[src/display_pkg.sv]
package display_pkg;

    // ~~~~~~~~~~~~~~~~~~~~~~~~~~~~~~
    // Stream and settings types
    // ~~~~~~~~~~~~~~~~~~~~~~~~~~~~~~

    typedef struct packed {
        logic [10:0] hcount;
        logic [10:0] vcount;
        logic        hsync;
        logic        vsync;
        logic        hblnk;
        logic        vblnk;
        logic [11:0] rgb;
    } vga_t;

    typedef struct packed {
        logic [10:0] board_xpos;
        logic [10:0] board_ypos;
        logic [5:0]  button_size;
        logic [4:0]  button_num;
        logic [9:0]  board_size;
    } game_set_t;

    typedef enum logic [1:0] {
        LVL_EASY,
        LVL_MEDIUM,
        LVL_HARD
    } level_t;

    // ~~~~~~~~~~~~~~~~~~~~~~~~~~~~~~
    // Colours and SVGA timing
    // ~~~~~~~~~~~~~~~~~~~~~~~~~~~~~~

    localparam logic [11:0] BG_COLOUR    = 12'h125; // Dark blue.
    localparam logic [11:0] BOARD_COLOUR = 12'h999;
    localparam logic [11:0] GRID_COLOUR  = 12'hfff;
    localparam logic [11:0] RED          = 12'hf00;
    localparam logic [11:0] BLACK        = 12'h000;

    localparam logic [10:0] H_VISIBLE    = 11'd800;
    localparam logic [10:0] H_SYNC_START = 11'd840;
    localparam logic [10:0] H_SYNC_END   = 11'd968;
    localparam logic [10:0] H_TOTAL      = 11'd1056;
    localparam logic [10:0] V_VISIBLE    = 11'd600;
    localparam logic [10:0] V_SYNC_START = 11'd601;
    localparam logic [10:0] V_SYNC_END   = 11'd605;
    localparam logic [10:0] V_TOTAL      = 11'd628;

    localparam logic [4:0] EASY_NUM    = 5'd8;
    localparam logic [5:0] EASY_SIZE   = 6'd32;
    localparam logic [4:0] MEDIUM_NUM  = 5'd10;
    localparam logic [5:0] MEDIUM_SIZE = 6'd24;
    localparam logic [4:0] HARD_NUM    = 5'd16;
    localparam logic [5:0] HARD_SIZE   = 6'd16;

endpackage

[src/vga_timing.sv]
module vga_timing (
    input  logic              clk,
    input  logic              rst,
    output display_pkg::vga_t vga
);

    logic [10:0] hcount_nxt;
    logic [10:0] vcount_nxt;
    logic        hsync_nxt;
    logic        vsync_nxt;
    logic        hblnk_nxt;
    logic        vblnk_nxt;

    // ~~~~~~~~~~~~~~~~~~~~~~~~~~~~~~
    // Counters
    // ~~~~~~~~~~~~~~~~~~~~~~~~~~~~~~

    always_comb begin
        hcount_nxt = vga.hcount + 11'd1;
        vcount_nxt = vga.vcount;
        if (vga.hcount == display_pkg::H_TOTAL - 11'd1) begin
            hcount_nxt = '0;
            if (vga.vcount == display_pkg::V_TOTAL - 11'd1) begin
                vcount_nxt = '0; // Frame wrap.
            end else begin
                vcount_nxt = vga.vcount + 11'd1;
            end
        end
    end

    // Decoded from the next counts so they line up with the registered counts.
    always_comb begin
        hsync_nxt = (hcount_nxt >= display_pkg::H_SYNC_START) &&
                    (hcount_nxt < display_pkg::H_SYNC_END);
        vsync_nxt = (vcount_nxt >= display_pkg::V_SYNC_START) &&
                    (vcount_nxt < display_pkg::V_SYNC_END);
        hblnk_nxt = (hcount_nxt >= display_pkg::H_VISIBLE);
        vblnk_nxt = (vcount_nxt >= display_pkg::V_VISIBLE);
    end

    // ~~~~~~~~~~~~~~~~~~~~~~~~~~~~~~
    // Output register
    // ~~~~~~~~~~~~~~~~~~~~~~~~~~~~~~

    always_ff @(posedge clk) begin
        if (rst) begin
            vga <= '0;
        end else begin
            vga.hcount <= hcount_nxt;
            vga.vcount <= vcount_nxt;
            vga.hsync  <= hsync_nxt;
            vga.vsync  <= vsync_nxt;
            vga.hblnk  <= hblnk_nxt;
            vga.vblnk  <= vblnk_nxt;
            vga.rgb    <= '0; // Stages downstream paint.
        end
    end

endmodule

[src/game_settings.sv]
module game_settings (
    input  logic                   clk,
    input  logic                   rst,
    input  display_pkg::level_t    level,
    input  logic                   frame_start,
    output display_pkg::game_set_t gset
);

    logic [4:0]  num;
    logic [5:0]  size;
    logic [9:0]  bsize;
    logic [10:0] xpos;
    logic [10:0] ypos;

    // ~~~~~~~~~~~~~~~~~~~~~~~~~~~~~~
    // Level lookup
    // ~~~~~~~~~~~~~~~~~~~~~~~~~~~~~~

    always_comb begin
        case (level)
            display_pkg::LVL_MEDIUM: begin
                num  = display_pkg::MEDIUM_NUM;
                size = display_pkg::MEDIUM_SIZE;
            end
            display_pkg::LVL_HARD: begin
                num  = display_pkg::HARD_NUM;
                size = display_pkg::HARD_SIZE;
            end
            default: begin
                num  = display_pkg::EASY_NUM;
                size = display_pkg::EASY_SIZE;
            end
        endcase
    end

    assign bsize = num * size;
    assign xpos  = (display_pkg::H_VISIBLE - {1'b0, bsize}) >> 1; // Centred.
    assign ypos  = (display_pkg::V_VISIBLE - {1'b0, bsize}) >> 1;

    // Geometry only moves at the top of a frame.
    always_ff @(posedge clk) begin
        if (rst) begin
            gset <= '0;
        end else if (frame_start) begin
            gset.board_xpos  <= xpos;
            gset.board_ypos  <= ypos;
            gset.button_size <= size;
            gset.button_num  <= num;
            gset.board_size  <= bsize;
        end
    end

endmodule

[src/draw_board.sv]
module draw_board (
    input  logic                   clk,
    input  logic                   rst,
    input  display_pkg::game_set_t gset,
    input  display_pkg::vga_t      in,
    output display_pkg::vga_t      out
);

    logic [5:0]  lx_q;
    logic [5:0]  ly_q;
    logic [5:0]  lx;
    logic [5:0]  ly;
    logic [5:0]  last;
    logic [10:0] board_xend;
    logic [10:0] board_yend;
    logic        in_board;
    logic [11:0] rgb_nxt;

    assign last       = gset.button_size - 6'd1;
    assign board_xend = gset.board_xpos + {1'b0, gset.board_size};
    assign board_yend = gset.board_ypos + {1'b0, gset.board_size};

    // ~~~~~~~~~~~~~~~~~~~~~~~~~~~~~~
    // Cell-local position and colour
    // ~~~~~~~~~~~~~~~~~~~~~~~~~~~~~~

    always_comb begin
        lx = (in.hcount == gset.board_xpos) ? 6'd0 : lx_q; // Restart at left edge.
        ly = (in.vcount == gset.board_ypos) ? 6'd0 : ly_q;
        in_board = (in.hcount >= gset.board_xpos) && (in.hcount < board_xend) &&
                   (in.vcount >= gset.board_ypos) && (in.vcount < board_yend);

        if (in.hblnk || in.vblnk) begin
            rgb_nxt = '0;
        end else if (!in_board) begin
            rgb_nxt = display_pkg::BG_COLOUR;
        end else if ((lx == 6'd0) || (ly == 6'd0)) begin
            rgb_nxt = display_pkg::GRID_COLOUR; // Cell border.
        end else begin
            rgb_nxt = display_pkg::BOARD_COLOUR;
        end
    end

    always_ff @(posedge clk) begin
        if (rst) begin
            lx_q <= '0;
            ly_q <= '0;
            out  <= '0;
        end else begin
            lx_q <= (lx == last) ? 6'd0 : lx + 6'd1;
            if (in.hcount == display_pkg::H_VISIBLE - 11'd1) begin
                ly_q <= (ly == last) ? 6'd0 : ly + 6'd1; // Once per line.
            end
            out     <= in;
            out.rgb <= rgb_nxt;
        end
    end

endmodule

[src/edge_ctr.sv]
module edge_ctr (
    input  logic       clk,
    input  logic       rst,
    input  logic       clear,
    input  logic       signal,
    input  logic [4:0] max,
    output logic [4:0] ctr_out
);

    logic signal_d;
    logic rise;

    assign rise = signal && !signal_d;

    always_ff @(posedge clk) begin
        if (rst) begin
            signal_d <= 1'b0;
            ctr_out  <= '0;
        end else begin
            signal_d <= signal;
            if (clear) begin
                ctr_out <= '0;
            end else if (rise && (ctr_out < max)) begin
                ctr_out <= ctr_out + 5'd1; // Saturates at max.
            end
        end
    end

endmodule

[src/draw_flag.sv]
module draw_flag (
    input  logic                   clk,
    input  logic                   rst,
    input  logic [7:0][7:0]        flag_arr_easy,
    input  logic [9:0][9:0]        flag_arr_medium,
    input  logic [15:0][15:0]      flag_arr_hard,
    input  display_pkg::level_t    level,
    input  display_pkg::game_set_t gset,
    input  display_pkg::vga_t      in,
    output display_pkg::vga_t      out,
    output logic [9:0]             board_size
);

    logic [4:0]  col;
    logic [4:0]  row;
    logic        done_x;
    logic        done_y;
    logic [10:0] size;
    logic [10:0] half;
    logic [10:0] cell_xpos;
    logic [10:0] cell_ypos;
    logic [10:0] cur_x;
    logic [10:0] cur_y;
    logic        in_board;
    logic        flagged;
    logic        pole;
    logic        base;
    logic [11:0] rgb_nxt;

    display_pkg::level_t level_d;
    display_pkg::level_t level_act;

    // ~~~~~~~~~~~~~~~~~~~~~~~~~~~~~~
    // Cell tracking
    // ~~~~~~~~~~~~~~~~~~~~~~~~~~~~~~

    assign size      = {5'd0, gset.button_size};
    assign half      = {6'd0, gset.button_size[5:1]};
    assign cell_xpos = gset.board_xpos + col * gset.button_size;
    assign cell_ypos = gset.board_ypos + row * gset.button_size;
    assign cur_x     = in.hcount - cell_xpos;
    assign cur_y     = in.vcount - cell_ypos;

    assign done_x = (cur_x == size - 11'd1); // Last pixel of a cell.
    assign done_y = (cur_y == size - 11'd1) &&
                    (in.hcount == display_pkg::H_VISIBLE - 11'd1);

    assign in_board = (col < gset.button_num) && (row < gset.button_num) &&
                      (in.hcount >= gset.board_xpos) && (in.vcount >= gset.board_ypos);

    edge_ctr x_counter (
        .clk     (clk),
        .rst     (rst),
        .clear   (in.hblnk),
        .signal  (done_x),
        .max     (gset.button_num),
        .ctr_out (col)
    );

    edge_ctr y_counter (
        .clk     (clk),
        .rst     (rst),
        .clear   (in.vblnk),
        .signal  (done_y),
        .max     (gset.button_num),
        .ctr_out (row)
    );

    // ~~~~~~~~~~~~~~~~~~~~~~~~~~~~~~
    // Flag overlay
    // ~~~~~~~~~~~~~~~~~~~~~~~~~~~~~~

    always_comb begin
        flagged = 1'b0;
        if (in_board) begin
            case (level_act)
                display_pkg::LVL_MEDIUM: flagged = flag_arr_medium[col[3:0]][row[3:0]];
                display_pkg::LVL_HARD:   flagged = flag_arr_hard[col[3:0]][row[3:0]];
                default:                 flagged = flag_arr_easy[col[2:0]][row[2:0]];
            endcase
        end
    end

    assign pole = (cur_x >= half) && (cur_x < half + 11'd2) &&
                  (cur_y >= 11'd4) && (cur_y < size - 11'd6);
    assign base = (cur_x >= half - 11'd6) && (cur_x < half + 11'd8) &&
                  (cur_y >= size - 11'd6) && (cur_y < size - 11'd3);

    always_comb begin
        rgb_nxt = in.rgb;
        if (flagged) begin
            if ((cur_x >= 11'd4) && (cur_x < half) && (cur_y >= 11'd4) && (cur_y < half)) begin
                rgb_nxt = display_pkg::RED; // Pennant.
            end else if (pole || base) begin
                rgb_nxt = display_pkg::BLACK;
            end
        end
    end

    // Level is delayed one cycle to match the frame start seen by the settings.
    always_ff @(posedge clk) begin
        if (rst) begin
            out        <= '0;
            board_size <= '0;
            level_d    <= display_pkg::LVL_EASY;
            level_act  <= display_pkg::LVL_EASY;
        end else begin
            out        <= in;
            out.rgb    <= rgb_nxt;
            board_size <= gset.board_size;
            level_d    <= level;
            if ((in.hcount == 11'd0) && (in.vcount == 11'd0)) begin
                level_act <= level_d;
            end
        end
    end

endmodule

[src/minesweeper_display.sv]
module minesweeper_display (
    input  logic                clk,
    input  logic                rst,
    input  display_pkg::level_t level,
    input  logic [7:0][7:0]     flag_arr_easy,
    input  logic [9:0][9:0]     flag_arr_medium,
    input  logic [15:0][15:0]   flag_arr_hard,
    output display_pkg::vga_t   vga_out,
    output logic [9:0]          board_size
);

    display_pkg::vga_t      t_out;
    display_pkg::vga_t      b_out;
    display_pkg::game_set_t gset;
    logic                   frame_start;

    assign frame_start = (t_out.hcount == 11'd0) && (t_out.vcount == 11'd0);

    // ~~~~~~~~~~~~~~~~~~~~~~~~~~~~~~
    // Pixel pipeline
    // ~~~~~~~~~~~~~~~~~~~~~~~~~~~~~~

    vga_timing u_vga_timing (
        .clk (clk),
        .rst (rst),
        .vga (t_out)
    );

    game_settings u_game_settings (
        .clk         (clk),
        .rst         (rst),
        .level       (level),
        .frame_start (frame_start),
        .gset        (gset)
    );

    draw_board u_draw_board (
        .clk  (clk),
        .rst  (rst),
        .gset (gset),
        .in   (t_out),
        .out  (b_out)
    );

    draw_flag u_draw_flag (
        .clk             (clk),
        .rst             (rst),
        .flag_arr_easy   (flag_arr_easy),
        .flag_arr_medium (flag_arr_medium),
        .flag_arr_hard   (flag_arr_hard),
        .level           (level),
        .gset            (gset),
        .in              (b_out),
        .out             (vga_out),
        .board_size      (board_size)
    );

endmodule

[config.mk]
export PLATFORM = sky130hd
export DESIGN_NAME = minesweeper_display
export DESIGN_NICKNAME = d
export VERILOG_FILES = /design/src/display_pkg.sv /design/src/vga_timing.sv /design/src/game_settings.sv /design/src/draw_board.sv /design/src/edge_ctr.sv /design/src/draw_flag.sv /design/src/minesweeper_display.sv
export SDC_FILE = /design/constraint.sdc
export NUM_CORES = 1
export LEC_CHECK = 0
export BUFFER_PORTS_ARGS = -buffer_cell sky130_fd_sc_hd__buf_4
export CAP_MARGIN = 20
export CORE_AREA = 2 2 185 187
export CTS_BUF_LIST = sky130_fd_sc_hd__clkbuf_8
export CTS_CLUSTER_SIZE = 10
export DETAILED_ROUTE_END_ITERATION = 10
export DIE_AREA = 0 0 187 189
export HOLD_SLACK_MARGIN = 0.05
export PLACE_DENSITY = 0.66
export SETUP_SLACK_MARGIN = 0.3
export SKIP_LAST_GASP = 1
export SLEW_MARGIN = 15
export SYNTH_ARGS = -nofsm -noshare
export SYNTH_HDL_FRONTEND = slang
export SYNTH_SLANG_ARGS = --single-unit
[constraint.sdc]
create_clock -name clk -period 11.5 [get_ports clk]
set_input_delay 1.725 -clock clk [delete_from_list [all_inputs] [get_ports clk]]
set_output_delay 1.725 -clock clk [all_outputs]
set_load 0.01 [all_outputs]
# After elaboration in Yosys (flattened, before gate mapping)
# Index checks and enable logic that the tools add are counted.
# W data, S select, Z words.
# word_totals
elab_cells	170
input_bits	424
ff_bits	181
out_inout_bits	48
# op_classes
addsub	21
eq_ne	14
multipliers	3
n_reduce_logical	40
mux	27
order_cmp	29
bitwise_logic	1
# op_table
op	count
$lt A11 B11 Y1	6
$bmux W16 S4	1
$ge A11 B10 Y1	4
$ge A11 B10 Y1 const B	4
$logic_not A11 Y1	4
$mux W11	4
$bmux W10 S4	1
$mux W12	3
$eq A11 B10 Y1 const B	3
$bmux W8 S3	1
$logic_and A1 B1 Y1	24
$add A10 B10 Y11	2
$add A10 B11 Y11	2
$add A11 B1 Y11 const B	2
$eq A11 B10 Y1	2
$eq A11 B11 Y1	2
$ge A11 B11 Y1	2
$ge A11 B3 Y1 const B	2
$lt A11 B10 Y1 const B	2
$lt A11 B5 Y1	2
$mul A5 B6 Y11	2
$sub A10 B10 Y11 const A	2
$sub A11 B11 Y11	2
$mux W6	3
other kinds (34)	53

# Logic depth before layout (Yosys ltp)
# logic_depth
depth_word	11
depth_mapped	26
ltp_nobuf	23

# Hierarchy
# A second synthesis with hierarchy kept.
# hier_totals
cells_unflattened	1954
hier_area_um2	17793.3
# by_module_without_submodules
mod	area_each_um2	instances	seq_area_each_um2	cells_each
draw_flag	10822.9	1	1041.0	1140
draw_board	3762.4	1	840.8	445
vga_timing	1652.8	1	520.5	202
game_settings	783.3	1	260.2	82
edge_ctr	360.3	2	120.1	39
minesweeper_display	51.3	1	0.0	7

# Worst setup path before layout
# OpenSTA, ideal clock, no wires.
# synth_timing
path_kind	register to register
start	register u_game_settings.gset[7] (netlist name)
end	register u_draw_flag.y_counter.ctr_out[3]
setup_time_ns	0.078
setup_slack_ns	4.913
synth_period_minus_slack_ns	6.587
required_ns	11.422
stages_incl_launch_ff	25
arrival_ns	6.509
n_path_buf	3
path_cell_list	dfxtp_1 -> clkbuf_1 -> clkbuf_1 -> and2_1 -> fa_1 -> fa_1 -> inv_1 -> fa_1 -> inv_1 -> fa_1 -> inv_1 -> ha_1 -> buf_2 -> a21o_1 -> nor3b_1 -> a221oi_1 -> or2_2 -> ha_1 -> nand4_1 -> nor2_1 -> nand4_1 -> a2111oi_1 -> nand4_1 -> xor2_1 -> nor3_1
# synth_lines
element	line	source
end signal, assigned	edge_ctr.sv:24	ctr_out <= ctr_out + 5'd1;
end, declared	edge_ctr.sv:7	output logic [4:0] ctr_out

# Worst setup path in the final report
# layout_timing
start	register u_draw_flag.y_counter.ctr_out[3]
end	register u_draw_flag.out[5] (netlist name)
# layout_via
elab_chain_len	10
elab_cells_between_ends	28
cone_classes	2 x add/sub; 1 x mul; 6 x order compare; 9 x mux; 10 x reduce/logical
# layout_lines
element	line	source
$mul A5 B6 Y11	draw_flag.sv:40	assign cell_ypos = gset.board_ypos + row * gset.button_size;
$add A10 B11 Y11	draw_flag.sv:40	
$sub A11 B11 Y11	draw_flag.sv:42	assign cur_y = in.vcount - cell_ypos;
$ge A11 B3 Y1 or $ge A11 B11 Y1 (tied branches)	draw_flag.sv:85, draw_flag.sv:92, draw_flag.sv:87	
$logic_and A1 B1 Y1, on equally long branches	draw_flag.sv:84, draw_flag.sv:86	
$logic_and A1 B1 Y1, on equally long branches	draw_flag.sv:85, draw_flag.sv:87	
$logic_or A1 B1 Y1	draw_flag.sv:94	end else if (pole || base) begin
$mux W12	draw_flag.sv:94	
$mux W12	draw_flag.sv:92	if ((cur_x >= 11'd4) && (cur_x < half) && (cur_y >= 11'd4) && (cur_y < half)) begin
$mux W12 *	draw_flag.sv:91	if (flagged) begin
end signal, assigned	draw_flag.sv:108	out <= in;
end, declared	draw_flag.sv:10	output display_pkg::vga_t out,
# Every way passes the cells marked *; elsewhere a longest branch is shown, timed or not. The select of a mux whose other input is x is not followed.
# A chain may end at the register's enable or synchronous reset.

==> summary.md <==
| Metric | Value |
|---|---|
| Status | `complete, no violations` |
| Critical Path Start Type | `register` |
| CTS clk-pin slew, worst paths | `around 0.090 ns` |
| Crit path kind | `register to register` |
| Min-delay src | `u_draw_board.out[15]$_SDFF_PP0_` |
| Clock buffer count from CTS | `17` |
| Drt initial violations | `just under 900` |
| Worst Hold End | `u_draw_flag.out[15]$_SDFF_PP0_` |
| Worst-Margin Slew | `around 1.1 ns` |
| Setup violators final | `0` |
| WL/cell | `23.2 microns` |
| Htree depth | `4` |
| Seq cells post-synth | `roughly 140` |
| Clock period minus worst slack | `about 6.5 ns` |
| Reg2reg end | `u_draw_flag.out[5]$_SDFF_PP0_` |
| Postcts setup bufs | `0` |
| Post-synthesis async set-or-reset flop share | `0%` |
| FF-to-FF setup slack | `4.99 ns` |
| R2r worst-path depth | `21` |
| Largest area contributor in the netlist | `dfxtp_1` |
| Share of the clock period used by the worst path | `between 50% and 60%` |
| Seq/Total Area, Yosys | `20.4%` |
| IO Port Bufs | `467` |
| Hold crit path type | `register to register` |
| I/O pins | `roughly 470` |
| Most common cell after layout, fill and taps aside | `buf_4` |
| Worst EP required | `11.83 ns` |
| Synth unique cells | `88` |
| Later-pin clock latency in the skew report | `0.46 ns` |
| Via count | `between 10000 and 15000` |
| Largest net degree at the start of global routing | `92` |
| # Max-Cap Violations | `0` |
| Grt ovf | `0` |
| Layout Cells excl Fill | `2317` |
| # resized after CTS | `0` |
| FILL cells | `~3100` |
| Hold Vio Cnt, Final | `0` |
| Crit. End Element | `register` |
| 1st-pass router iterations | `8` |
| Achievable frequency | `0.154 GHz` |
| Layout cells sized above 1 | `34.1%` |
| Detail Placement HPWL | `between 40000 and 50000 microns` |
| Sink Count | `roughly 140` |
| Cell row count | `67` |
| Critical R2R Launch | `u_draw_flag.y_counter.ctr_out[3]$_SDFFE_PP0P_` |
| Crit. Startpoint | `u_draw_flag.y_counter.ctr_out[3]$_SDFFE_PP0P_` |
| DIE WIDTH | `between 150 and 200 microns` |
| Final-report max-slew violation count | `0` |
| Worst slew margin | `26.7%` |
| Detailed-route wire length | `approximately 54000 microns` |
| CP arrival | `around 6.8 ns` |
| Pwr dens | `between 80 and 90 mW/mm^2` |
| VDD IR max | `just over 70 uV` |
| Sum Neg Setup Slack | `0 ns` |
| P&R area growth vs syn | `30.8%` |
| TritonCTS clock tree | `built` |
| Die height | `189 microns` |
| First-pass GRT wire length | `80100 microns` |
| Synth top area share | `20.4%` |
| Antenna violations before repair | `7` |
| Post-synth EDFFs | `0` |
| Syn_area_per_cell | `a little over 9 sq um` |
| Most frequent cells in the layout | `buf_4, ha_1, nor2_1` |
| DRC errors left | `0` |
| Syn. warnings | `0` |
| Hold path cells | `1` |
| Clock tree root buffer cell | `clkbuf_8` |
| Starting Density | `between 30% and 40%` |
| Drt via density | `about 5.6` |
| Synth area leaders | `dfxtp_1, mux4_2, ha_1` |
| Core area | `around 0.033 sq mm` |
| Placed insts | `2278` |
| Gpl congestion | `between 0.9 and 1` |
| Nets | `between 2000 and 2500` |
| Die area | `0.0353 sq mm` |
| Hold_buf cts | `0` |
| Mapped Area | `approximately 0.013 sq mm` |
| Worst-path maximum fanout | `12` |
| Leakage | `7.53 nW` |
| GRT Overall Usage | `29.9%` |
| Total power draw | `~1.4 mW` |
| Most used DFF post-synth | `dfxtp_1` |
| Mapped Cells | `1439` |
| Detail Route Antenna Nets | `0` |
| Vias in the first global route | `~13000` |
| RSZ-0062 raised after global routing | `false` |
| Clk buf depth | `2` |
| Clk_skew | `about 0.014 ns` |
-- cells by family (layout without fill, tap and decap cells) --
group	after synthesis	in the layout	synth area share (%)
flops	135	135	20.4
simple gates	447	447	17.1
fa+ha+maj	167	167	17.2
xor+xnor	57	57	3.77
buf+inv	212	633	7.74
mux	160	160	20.1
compound gates	259	259	13.6
other cells	2	11	0.0567
-- flip-flops by register name, indices dropped and copies added, names as in the netlist, 5 cells and up --
| register | cells |
|---|---|
| u_draw_board.ly_q | 6 |
| u_draw_flag.out | 33 |
| u_draw_flag.x_counter.ctr_out | 5 |
| u_draw_flag.y_counter.ctr_out | 5 |
| u_draw_board.out | 30 |
| u_vga_timing.vga | 26 |
| u_game_settings.gset | 14 |
| u_draw_board.lx_q | 6 |
-- area by class of cell --
class | count | area (sq um) | area share (%)
diodes | 6 | 15.0 | 0.0867
clock buffers | 18 | 248 | 1.43
clock inverters | 14 | 208 | 1.20
inverters | 121 | 454 | 2.62
multi-input cells | 1095 | 9520 | 55.0
flip-flops and latches | 135 | 2710 | 15.7
well taps | 448 | 561 | 3.24
repair buffers | 480 | 3600 | 20.8
-- metal layers --
layer	up-vias	share of wire, %	GRT usage, %	wire length (microns)
li1	6046	-	-	-
met1	6329	41	38.1	22100
met2	509	49	51.7	26300
met3	82	6.7	4.80	3590
met4	0	3.1	9.83	1650
met5	-	0	0	0
-- cells in the mapped netlist (12+ instances only) --
| library cell | number |
|---|---|
| buf_2 | 14 |
| nor4_1 | 12 |
| a21o_1 | 12 |
| nand2_1 | 82 |
| ha_1 | 142 |
| buf_6 | 13 |
| fa_1 | 25 |
| nand3_1 | 28 |
| mux2i_1 | 56 |
| inv_1 | 118 |
| clkbuf_1 | 37 |
| nor2_1 | 132 |
| xnor2_1 | 37 |
| nor2b_1 | 41 |
| a21oi_1 | 60 |
| and3_1 | 12 |
| o21ai_0 | 41 |
| o21a_1 | 20 |
| nand4_1 | 17 |
| xor2_1 | 20 |
| buf_4 | 20 |
| mux2_2 | 19 |
| and2_1 | 18 |
| nand2b_1 | 12 |
| dfxtp_1 | 135 |
| mux4_2 | 82 |
| nor3_1 | 42 |
-- how the worst max path moves through the flow --
stage                                               endpoint  cells past startpoint
5_1_grt        u_draw_flag.y_counter.ctr_out[3]$_SDFFE_PP0P_                     22
3_5_place_dp   u_draw_flag.y_counter.ctr_out[4]$_SDFFE_PP0P_                     21
3_3_place_gp   u_draw_flag.y_counter.ctr_out[3]$_SDFFE_PP0P_                     21
4_1_cts        u_draw_flag.y_counter.ctr_out[4]$_SDFFE_PP0P_                     21
6_report                       u_draw_flag.out[5]$_SDFF_PP0_                     21
2_1_floorplan  u_draw_flag.y_counter.ctr_out[3]$_SDFFE_PP0P_                     24
-- critical path, stage by stage, from the launching register on --
cell	delay, ns
dfxtp_1	0.62
and2_1	0.22
fa_1	0.44
fa_1	0.56
inv_1	0.06
fa_1	0.53
inv_1	0.05
fa_1	0.51
inv_1	0.04
ha_1	0.42
a21o_1	0.26
nor3b_1	0.17
a221oi_1	0.12
or2_2	0.33
ha_1	0.33
a21oi_1	0.14
o21ai_0	0.15
or2_2	0.33
o41ai_1	0.34
o221ai_1	0.18
a221oi_2	0.48
nor3b_2	0.08
-- power breakdown --
part | internal [mW] | switching [mW]
Clock | 0.248 | 0.209
Combinational | 0.247 | 0.237
Sequential | 0.479 | 0.0118
-- per-stage QoR --
stage / area, sq um / util, % / hold slack [ns] / setup slack [ns]
2_1_floorplan: 13200 / - / 0.414 / 4.91
3_3_place_gp: 16800 / 50.6 / 0.440 / 4.82
3_5_place_dp: 16800 / 50.6 / 0.435 / 4.71
4_1_cts: 17300 / 52.0 / 0.453 / 4.66
5_1_grt: 17300 / 52.0 / 0.470 / 4.65
6_report: 17300 / 52.0 / 0.457 / 4.99
Note: power is estimated with default switching activity, not from simulation.
